[src/rv_id_pkg.sv]
package rv_id_pkg;

    localparam int XLEN       = 32;
    localparam int REG_ADDR_W = 5;

    typedef logic [XLEN-1:0]       word_t;
    typedef logic [31:0]           inst_t;
    typedef logic [REG_ADDR_W-1:0] reg_addr_t;
    typedef logic [6:0]            opcode_t;
    typedef logic [2:0]            funct3_t;
    typedef logic [6:0]            funct7_t;

    // major opcodes
    localparam opcode_t OPC_OP_IMM = 7'b0010011;
    localparam opcode_t OPC_OP     = 7'b0110011;
    localparam opcode_t OPC_LOAD   = 7'b0000011;
    localparam opcode_t OPC_STORE  = 7'b0100011;
    localparam opcode_t OPC_BRANCH = 7'b1100011;
    localparam opcode_t OPC_JAL    = 7'b1101111;
    localparam opcode_t OPC_JALR   = 7'b1100111;
    localparam opcode_t OPC_LUI    = 7'b0110111;
    localparam opcode_t OPC_AUIPC  = 7'b0010111;

    // alu group, shared by OP and OP-IMM
    localparam funct3_t F3_ADD  = 3'b000;
    localparam funct3_t F3_SLL  = 3'b001;
    localparam funct3_t F3_SLT  = 3'b010;
    localparam funct3_t F3_SLTU = 3'b011;
    localparam funct3_t F3_XOR  = 3'b100;
    localparam funct3_t F3_SRL  = 3'b101;
    localparam funct3_t F3_OR   = 3'b110;
    localparam funct3_t F3_AND  = 3'b111;

    localparam funct3_t F3_LB  = 3'b000;
    localparam funct3_t F3_LH  = 3'b001;
    localparam funct3_t F3_LW  = 3'b010;
    localparam funct3_t F3_LBU = 3'b100;
    localparam funct3_t F3_LHU = 3'b101;

    localparam funct3_t F3_SB = 3'b000;
    localparam funct3_t F3_SH = 3'b001;
    localparam funct3_t F3_SW = 3'b010;

    localparam funct3_t F3_BEQ  = 3'b000;
    localparam funct3_t F3_BNE  = 3'b001;
    localparam funct3_t F3_BLT  = 3'b100;
    localparam funct3_t F3_BGE  = 3'b101;
    localparam funct3_t F3_BLTU = 3'b110;
    localparam funct3_t F3_BGEU = 3'b111;

    // add/srl vs sub/sra
    localparam funct7_t F7_BASE = 7'b0000000;
    localparam funct7_t F7_ALT  = 7'b0100000;

    typedef enum logic [5:0] {
        ALU_NOP, ALU_ADD, ALU_SUB, ALU_SLT, ALU_SLTU, ALU_XOR, ALU_OR,
        ALU_AND, ALU_SLL, ALU_SRL, ALU_SRA, ALU_LB, ALU_LH, ALU_LW,
        ALU_LBU, ALU_LHU, ALU_SB, ALU_SH, ALU_SW, ALU_BEQ, ALU_BNE,
        ALU_BLT, ALU_BGE, ALU_BLTU, ALU_BGEU, ALU_JAL, ALU_JALR, ALU_AUIPC
    } alu_op_e;

    typedef enum logic [2:0] {
        SEL_NOP, SEL_LOGIC, SEL_SHIFT, SEL_ARITH, SEL_LD_ST, SEL_JAL
    } alu_sel_e;

    typedef enum logic [2:0] {
        IMM_NONE, IMM_I, IMM_SHAMT, IMM_S, IMM_B, IMM_U, IMM_J
    } imm_sel_e;

    typedef struct packed {
        alu_op_e  alu_op;
        alu_sel_e alu_sel;
        logic     wreg;
        logic     rs1_rd;
        logic     rs2_rd;
        imm_sel_e imm_sel;
    } ctrl_t;

    // instruction currently in EX
    typedef struct packed {
        logic      ld;
        logic      wreg;
        reg_addr_t wd;
        word_t     wdata;
    } ex_fwd_t;

    typedef struct packed {
        alu_op_e   alu_op;
        alu_sel_e  alu_sel;
        word_t     op1;
        word_t     op2;
        word_t     offset;
        reg_addr_t wd;
        logic      wreg;
    } id_ex_t;

    localparam id_ex_t ID_EX_BUBBLE = '{
        alu_op:  ALU_NOP,
        alu_sel: SEL_NOP,
        op1:     '0,
        op2:     '0,
        offset:  '0,
        wd:      '0,
        wreg:    1'b0
    };

endpackage

[src/id_ctrl_dec.sv]
`timescale 1ns/10ps

module id_ctrl_dec (
    input  rv_id_pkg::inst_t inst_i,
    output rv_id_pkg::ctrl_t ctrl_o
);
    import rv_id_pkg::*;

    opcode_t opcode;
    funct3_t funct3;
    funct7_t funct7;
    alu_op_e alu_op;

    assign opcode = inst_i[6:0];
    assign funct3 = inst_i[14:12];
    assign funct7 = inst_i[31:25];

    // result class of an OP / OP-IMM operation
    function automatic alu_sel_e alu_class(input alu_op_e op);
        alu_sel_e cls;
        case (op)
            ALU_ADD, ALU_SUB, ALU_SLT, ALU_SLTU: cls = SEL_ARITH;
            ALU_SLL, ALU_SRL, ALU_SRA:           cls = SEL_SHIFT;
            default:                             cls = SEL_LOGIC;
        endcase
        return cls;
    endfunction

    // operation per encoding, ALU_NOP marks an illegal one
    always_comb begin
        alu_op = ALU_NOP;
        case (opcode)
            OPC_OP_IMM, OPC_OP: begin
                case (funct3)
                    F3_ADD: begin
                        if (opcode == OPC_OP_IMM || funct7 == F7_BASE) begin
                            alu_op = ALU_ADD;
                        end else if (funct7 == F7_ALT) begin
                            alu_op = ALU_SUB;
                        end
                    end
                    F3_SLT:  alu_op = ALU_SLT;
                    F3_SLTU: alu_op = ALU_SLTU;
                    F3_XOR:  alu_op = ALU_XOR;
                    F3_OR:   alu_op = ALU_OR;
                    F3_AND:  alu_op = ALU_AND;
                    F3_SLL:  alu_op = ALU_SLL;
                    F3_SRL: begin
                        if (funct7 == F7_BASE) begin
                            alu_op = ALU_SRL;
                        end else if (funct7 == F7_ALT) begin
                            alu_op = ALU_SRA;
                        end
                    end
                    default: alu_op = ALU_NOP;
                endcase
            end
            OPC_LOAD: begin
                case (funct3)
                    F3_LB:   alu_op = ALU_LB;
                    F3_LH:   alu_op = ALU_LH;
                    F3_LW:   alu_op = ALU_LW;
                    F3_LBU:  alu_op = ALU_LBU;
                    F3_LHU:  alu_op = ALU_LHU;
                    default: alu_op = ALU_NOP;
                endcase
            end
            OPC_STORE: begin
                case (funct3)
                    F3_SB:   alu_op = ALU_SB;
                    F3_SH:   alu_op = ALU_SH;
                    F3_SW:   alu_op = ALU_SW;
                    default: alu_op = ALU_NOP;
                endcase
            end
            OPC_BRANCH: begin
                case (funct3)
                    F3_BEQ:  alu_op = ALU_BEQ;
                    F3_BNE:  alu_op = ALU_BNE;
                    F3_BLT:  alu_op = ALU_BLT;
                    F3_BGE:  alu_op = ALU_BGE;
                    F3_BLTU: alu_op = ALU_BLTU;
                    F3_BGEU: alu_op = ALU_BGEU;
                    default: alu_op = ALU_NOP;
                endcase
            end
            OPC_JAL:   alu_op = ALU_JAL;
            OPC_JALR:  alu_op = ALU_JALR;
            OPC_LUI:   alu_op = ALU_OR;
            OPC_AUIPC: alu_op = ALU_AUIPC;
            default:   alu_op = ALU_NOP;
        endcase
    end

    // class, register use and immediate format per group
    always_comb begin
        ctrl_o = '{alu_op: ALU_NOP, alu_sel: SEL_NOP, wreg: 1'b0,
                   rs1_rd: 1'b0, rs2_rd: 1'b0, imm_sel: IMM_NONE};
        if (alu_op != ALU_NOP) begin
            ctrl_o.alu_op = alu_op;
            case (opcode)
                OPC_OP_IMM: begin
                    ctrl_o.alu_sel = alu_class(alu_op);
                    ctrl_o.wreg    = 1'b1;
                    ctrl_o.rs1_rd  = 1'b1;
                    ctrl_o.imm_sel = (alu_op inside {ALU_SLL, ALU_SRL, ALU_SRA}) ?
                                     IMM_SHAMT : IMM_I;
                end
                OPC_OP: begin
                    ctrl_o.alu_sel = alu_class(alu_op);
                    ctrl_o.wreg    = 1'b1;
                    ctrl_o.rs1_rd  = 1'b1;
                    ctrl_o.rs2_rd  = 1'b1;
                end
                OPC_LOAD: begin
                    ctrl_o.alu_sel = SEL_LD_ST;
                    ctrl_o.wreg    = 1'b1;
                    ctrl_o.rs1_rd  = 1'b1;
                    ctrl_o.imm_sel = IMM_I;
                end
                OPC_STORE: begin
                    ctrl_o.alu_sel = SEL_LD_ST;
                    ctrl_o.rs1_rd  = 1'b1;
                    ctrl_o.rs2_rd  = 1'b1;
                    ctrl_o.imm_sel = IMM_S;
                end
                OPC_BRANCH: begin
                    ctrl_o.rs1_rd  = 1'b1;
                    ctrl_o.rs2_rd  = 1'b1;
                    ctrl_o.imm_sel = IMM_B;
                end
                OPC_JAL: begin
                    ctrl_o.alu_sel = SEL_JAL;
                    ctrl_o.wreg    = 1'b1;
                    ctrl_o.imm_sel = IMM_J;
                end
                OPC_JALR: begin
                    ctrl_o.alu_sel = SEL_JAL;
                    ctrl_o.wreg    = 1'b1;
                    ctrl_o.rs1_rd  = 1'b1;
                    ctrl_o.imm_sel = IMM_I;
                end
                OPC_LUI: begin
                    // lui is 0 | imm, both operands carry the immediate
                    ctrl_o.alu_sel = SEL_LOGIC;
                    ctrl_o.wreg    = 1'b1;
                    ctrl_o.imm_sel = IMM_U;
                end
                OPC_AUIPC: begin
                    ctrl_o.alu_sel = SEL_ARITH;
                    ctrl_o.wreg    = 1'b1;
                    ctrl_o.imm_sel = IMM_U;
                end
                default: begin
                    ctrl_o.alu_op = ALU_NOP;
                end
            endcase
        end
    end

endmodule

[src/id_imm_gen.sv]
`timescale 1ns/10ps

module id_imm_gen (
    input  rv_id_pkg::inst_t    inst_i,
    input  rv_id_pkg::imm_sel_e imm_sel_i,
    output rv_id_pkg::word_t    imm_o
);
    import rv_id_pkg::*;

    logic sign;

    assign sign = inst_i[31];

    always_comb begin
        case (imm_sel_i)
            IMM_I: begin
                imm_o = {{20{sign}}, inst_i[31:20]};
            end
            IMM_SHAMT: begin
                imm_o = {27'b0, inst_i[24:20]};
            end
            IMM_S: begin
                imm_o = {{20{sign}}, inst_i[31:25], inst_i[11:7]};
            end
            IMM_B: begin
                // branch offsets are halfword aligned
                imm_o = {{19{sign}}, sign, inst_i[7], inst_i[30:25],
                         inst_i[11:8], 1'b0};
            end
            IMM_U: begin
                imm_o = {inst_i[31:12], 12'b0};
            end
            IMM_J: begin
                imm_o = {{11{sign}}, sign, inst_i[19:12], inst_i[20],
                         inst_i[30:21], 1'b0};
            end
            default: begin
                imm_o = '0;
            end
        endcase
    end

endmodule

[src/id_operand_sel.sv]
`timescale 1ns/10ps

module id_operand_sel (
    input  logic                rd_en_i,
    input  rv_id_pkg::reg_addr_t addr_i,
    input  rv_id_pkg::word_t    rf_data_i,
    input  rv_id_pkg::word_t    imm_i,
    input  rv_id_pkg::ex_fwd_t  ex_fwd_i,
    output rv_id_pkg::word_t    operand_o,
    output logic                stall_o
);

    logic ex_hit;
    logic load_use;
    logic fwd_hit;

    // full address compare, x0 is not special
    assign ex_hit   = rd_en_i && (ex_fwd_i.wd == addr_i);
    assign load_use = ex_hit && ex_fwd_i.ld;
    assign fwd_hit  = ex_hit && ex_fwd_i.wreg;

    assign stall_o = load_use;

    always_comb begin
        if (load_use) begin
            // data not ready yet, stage is stalled anyway
            operand_o = '0;
        end else if (fwd_hit) begin
            operand_o = ex_fwd_i.wdata;
        end else if (rd_en_i) begin
            operand_o = rf_data_i;
        end else begin
            operand_o = imm_i;
        end
    end

endmodule

[src/id_stage.sv]
`timescale 1ns/10ps

module id_stage (
    input  logic                 clk,
    input  logic                 arst_n_i,
    input  rv_id_pkg::inst_t     inst_i,
    input  rv_id_pkg::word_t     rs1_data_i,
    input  rv_id_pkg::word_t     rs2_data_i,
    input  rv_id_pkg::ex_fwd_t   ex_fwd_i,
    output rv_id_pkg::reg_addr_t rs1_addr_o,
    output rv_id_pkg::reg_addr_t rs2_addr_o,
    output logic                 rs1_rd_o,
    output logic                 rs2_rd_o,
    output rv_id_pkg::id_ex_t    ex_o,
    output logic                 stall_o
);
    import rv_id_pkg::*;

    ctrl_t     ctrl;
    word_t     imm;
    word_t     opnd1;
    word_t     opnd2;
    logic      stall1;
    logic      stall2;
    reg_addr_t rd;
    id_ex_t    ex_d;

    assign rs1_addr_o = inst_i[19:15];
    assign rs2_addr_o = inst_i[24:20];
    assign rd         = inst_i[11:7];

    assign rs1_rd_o = ctrl.rs1_rd;
    assign rs2_rd_o = ctrl.rs2_rd;

    id_ctrl_dec u_ctrl_dec (
        .inst_i (inst_i),
        .ctrl_o (ctrl)
    );

    id_imm_gen u_imm_gen (
        .inst_i    (inst_i),
        .imm_sel_i (ctrl.imm_sel),
        .imm_o     (imm)
    );

    id_operand_sel u_op1_sel (
        .rd_en_i   (ctrl.rs1_rd),
        .addr_i    (rs1_addr_o),
        .rf_data_i (rs1_data_i),
        .imm_i     (imm),
        .ex_fwd_i  (ex_fwd_i),
        .operand_o (opnd1),
        .stall_o   (stall1)
    );

    id_operand_sel u_op2_sel (
        .rd_en_i   (ctrl.rs2_rd),
        .addr_i    (rs2_addr_o),
        .rf_data_i (rs2_data_i),
        .imm_i     (imm),
        .ex_fwd_i  (ex_fwd_i),
        .operand_o (opnd2),
        .stall_o   (stall2)
    );

    assign stall_o = stall1 | stall2;

    // offset carries the immediate for stores and branches
    assign ex_d = '{alu_op:  ctrl.alu_op,
                    alu_sel: ctrl.alu_sel,
                    op1:     opnd1,
                    op2:     opnd2,
                    offset:  imm,
                    wd:      rd,
                    wreg:    ctrl.wreg};

    // id/ex register, bubble on load-use stall
    always_ff @(posedge clk or negedge arst_n_i) begin
        if (!arst_n_i) begin
            ex_o <= ID_EX_BUBBLE;
        end else if (stall_o) begin
            ex_o <= ID_EX_BUBBLE;
        end else begin
            ex_o <= ex_d;
        end
    end

endmodule

[config.mk]
export PLATFORM = sky130hd
export DESIGN_NAME = id_stage
export DESIGN_NICKNAME = d
export VERILOG_FILES = /design/src/rv_id_pkg.sv /design/src/id_ctrl_dec.sv /design/src/id_imm_gen.sv /design/src/id_operand_sel.sv /design/src/id_stage.sv
export SDC_FILE = /design/constraint.sdc
export NUM_CORES = 1
export LEC_CHECK = 0
export BUFFER_PORTS_ARGS = -buffer_cell sky130_fd_sc_hd__buf_2
export CORE_ASPECT_RATIO = 0.75
export CORE_MARGIN = 2
export CORE_UTILIZATION = 53
export CTS_CLUSTER_SIZE = 25
export DETAILED_ROUTE_END_ITERATION = 10
export PLACE_DENSITY = 0.86
export SETUP_SLACK_MARGIN = 0.3
export SLEW_MARGIN = 10
export SYNTH_ARGS = -nofsm -noshare
export SYNTH_HDL_FRONTEND = slang
export SYNTH_HIERARCHICAL = 1
export SYNTH_SLANG_ARGS = --single-unit
[constraint.sdc]
create_clock -name clk -period 9.6 [get_ports clk]
set_clock_uncertainty 0.15 [all_clocks]
set_input_delay 0.96 -clock clk [delete_from_list [all_inputs] [get_ports clk]]
set_output_delay 0.96 -clock clk [all_outputs]
set_load 0.005 [all_outputs]
==> flow_summary_export.csv <==
group,metric,value,unit
outcome,status,"complete, no violations",
detailed_routing,avgRoutedWirePerCell,21.36,um
global_routing,grt_first_pass_wirelength,38320,um
global_routing,first_global_vias,6794,
setup_path,timing.critical_path.required,9640,ps
global_routing,grt_usage,0.2988,
detailed_routing,detail-route-antenna-nets,0,
synthesis,synth_enable_flop_cells,0,
cts,max-clock-path-buffers,2,
cells_and_area,final_cells,1173,
setup_path,crit_path_launch_type,"input pin",
sta,fin_setup_tns,0,ps
synthesis,syn-instance-count,773,
cells_and_area,synthesis_to_finish_area_growth,15.97,%
pwr,switching_fraction_of_total_power,0.2578,
global_routing,grt_start_max_net_pins,72,
pwr,p_int,735.5,uW
synthesis,summed_instance_area_of_the_synthesized_netlist,0.008197,sq mm
detailed_routing,route.detailed.drc,0,
cells_and_area,largest_reg_flops,111,
detailed_routing,via_total_after_detailed_routing,6944,
die,die_area,0.01649,sq mm
synthesis,post_synth.cell_area_avg,10.60,sq um
die,num_rows,39,
cts,postCtsResizedCells,0,
sta,tightest_slew,1089,ps
global_routing,grt-ovfl-total,0,
cells_and_area,final_common_cell,"buf_2",
placed_design,worst_slack_at_placement,3746,ps
detailed_routing,wl,25050,um
synthesis,synthArstFlopShare,1.000,
die,i_o_pins,261,
die,die_width,147.6,um
placed_design,gp_routability_congestion,0.9673,
sta,slew_headroom,0.2738,
cts,cts_tree,"yes",
cts,clock-sinks,111,
placed_design,detailed_place_hpwl,17560,um
cts,cts-root-buf,"clkbuf_16",
cts,post_cts_setup_bufs,0,
setup_path,criticalPathCategory,"input pin to register",
sta,fin_ws,3989,ps
setup_path,critPathLaunch,"inst_i[2]",
sta,period_needed,5611,ps
detailed_routing,first_iter_violations,668,
pwr,totalPowerFinal,990.9,uW
setup_path,critPathMaxFanout,71,
cts,ctsHtreeMaxLevel,3,
synthesis,synth-seq-cells,111,
setup_path,timing.critical_path.to_type,"register",
cells_and_area,layout_top_registers,"ex_o (111)",
hold_path,worst_min_delay_path_category,"input pin to async pin",
die,start_util,0.5401,
global_routing,antenna_violations_before_repair,2,
sta,grt_setup_unrepaired,"no",
pwr,power_switching,255.4,uW
pwr,comb_power_share,0.143,
sta,hold_violations,0,
sta,finalMaxSlewViolations,0,
die,core-area,0.01518,sq mm
setup_path,critical_path_arrival,5650,ps
placed_design,placed_cells,1156,
placed_design,numPortBuffers,260,
pwr,power-per-cell-area,104.2,mW/mm^2
cells_and_area,final_cell_mix,"buf_2 (259), dfrtp_1 (111), nor3b_2 (80)",
cts,cts_made_buffers,9,
placed_design,place_area,0.009214,sq mm
pwr,power.static_leakage,4.907,nW
synthesis,netlist-cell-type-count,65,
sta,fin_worst_hold_slack,497.0,ps
sta,timing.final.crit_share,0.5844,
pwr,power_frac_clock,0.379,
cts,cts_hold_repair.buffers,0,
pwr,power.sequential.fraction,0.478,
synthesis,synth-seq-area-share,0.3389,
run,maxCapViolations,0,
cells_and_area,register_name_with_the_most_flops,"ex_o",
detailed_routing,detail_route.first_pass.iterations,5,
detailed_routing,routed_via_density,5.920,
die,die_height,111.7,um
sta,max_freq,0.1782,GHz
synthesis,synth_warnings,6,
cells_and_area,layout.nets,1099,
synthesis,primary_flip_flop_cell_chosen_by_synthesis_mapping,"dfrtp_1",
pwr,worst_ir_drop_vdd,0.07568,mV
cells_and_area,final_area,0.009505,sq mm
synthesis,total_nets_after_synthesis,910,
cells_and_area,drive_gt1_frac,0.4478,
sta,setup_viol,0,
cells_and_area,utilization,0.6264,
cts,clk_pin_slew,70,ps
[worst max-delay path by stage]
| stage | end | cells after the start |
|---|---|---|
| floorplan | stall_o | 13 |
| global placement | ex_o[109] | 12 |
| detailed placement | ex_o[16] | 12 |
| CTS | ex_o[16] | 12 |
| global route | ex_o[109] | 12 |
| finish | ex_o[105] | 12 |
[synthesized netlist by cell type, types with 5 or more instances]
cell type	count	area (sq um)
a21oi_1	72	360.4
buf_4	18	135.1
nand2b_1	6	37.54
inv_1	70	262.8
xor2_1	11	96.34
o21ai_0	6	30.03
and2_1	7	43.79
nor4bb_1	6	60.06
nor2_1	10	37.54
nor3b_1	31	232.7
clkbuf_1	24	90.09
o221ai_1	9	78.83
buf_6	33	371.6
nor2b_1	5	31.28
nor3b_2	80	1001
nand4b_1	12	105.1
buf_2	17	85.08
mux2i_1	73	730.7
dfrtp_1	111	2778
a2bb2oi_2	34	510.5
nand3_1	16	80.08
a2bb2oi_1	30	262.8
nand2_1	16	60.06
a211oi_1	5	37.54
[power by group through the flow]
stage                     clock, mW  sequential [mW]  combinational, mW
after floorplan                   0            0.484             0.0732
after global placement            0            0.483              0.137
after detailed placement          0            0.483              0.140
after CTS                     0.382            0.474              0.140
after global routing          0.408            0.474              0.153
final                         0.376            0.474              0.141
[worst max-delay path, stage by stage]
cell       delay [ps]
buf_2             180
nand4bb_1         430
nor4_2            400
a211oi_2          150
o2111ai_2         130
nor3_4            140
a2111oi_4         340
nand3_2           870
nor2_4            340
buf_4             530
buf_4             870
nor3b_2           130
[metal layers]
| layer | vias up | GRT usage | routed length [um] |
|---|---|---|---|
| met3 | 53 | 0.07377 | 2385 |
| met4 | 0 | 0.08846 | 593 |
| met1 | 3370 | 0.4176 | 10700 |
| met5 | - | 0 | 0 |
| met2 | 384 | 0.4614 | 11370 |
| li1 | 3137 | - | - |
[cell type report]
class | instances | area, sq um
antenna | 1 | 2.502
clock buffer | 11 | 232.7
clock inverter | 5 | 56.30
fill | 1233 | 5670
inverter | 70 | 262.8
multi-input combinational | 497 | 4516
sequential | 111 | 2778
tap | 205 | 256.5
timing repair buffer | 273 | 1401
[cell families (layout without fill, tap and decap cells)]
family	after synthesis	in the layout	share of synthesized area
flops	111	111	0.3389
mux	77	77	0.09510
buf+inv	165	359	0.1166
simple gates	221	221	0.2439
xor+xnor	15	15	0.01694
compound gates	183	183	0.1881
other cells	1	2	0.0004575
No activity file was read; power rests on OpenSTA's default activity.
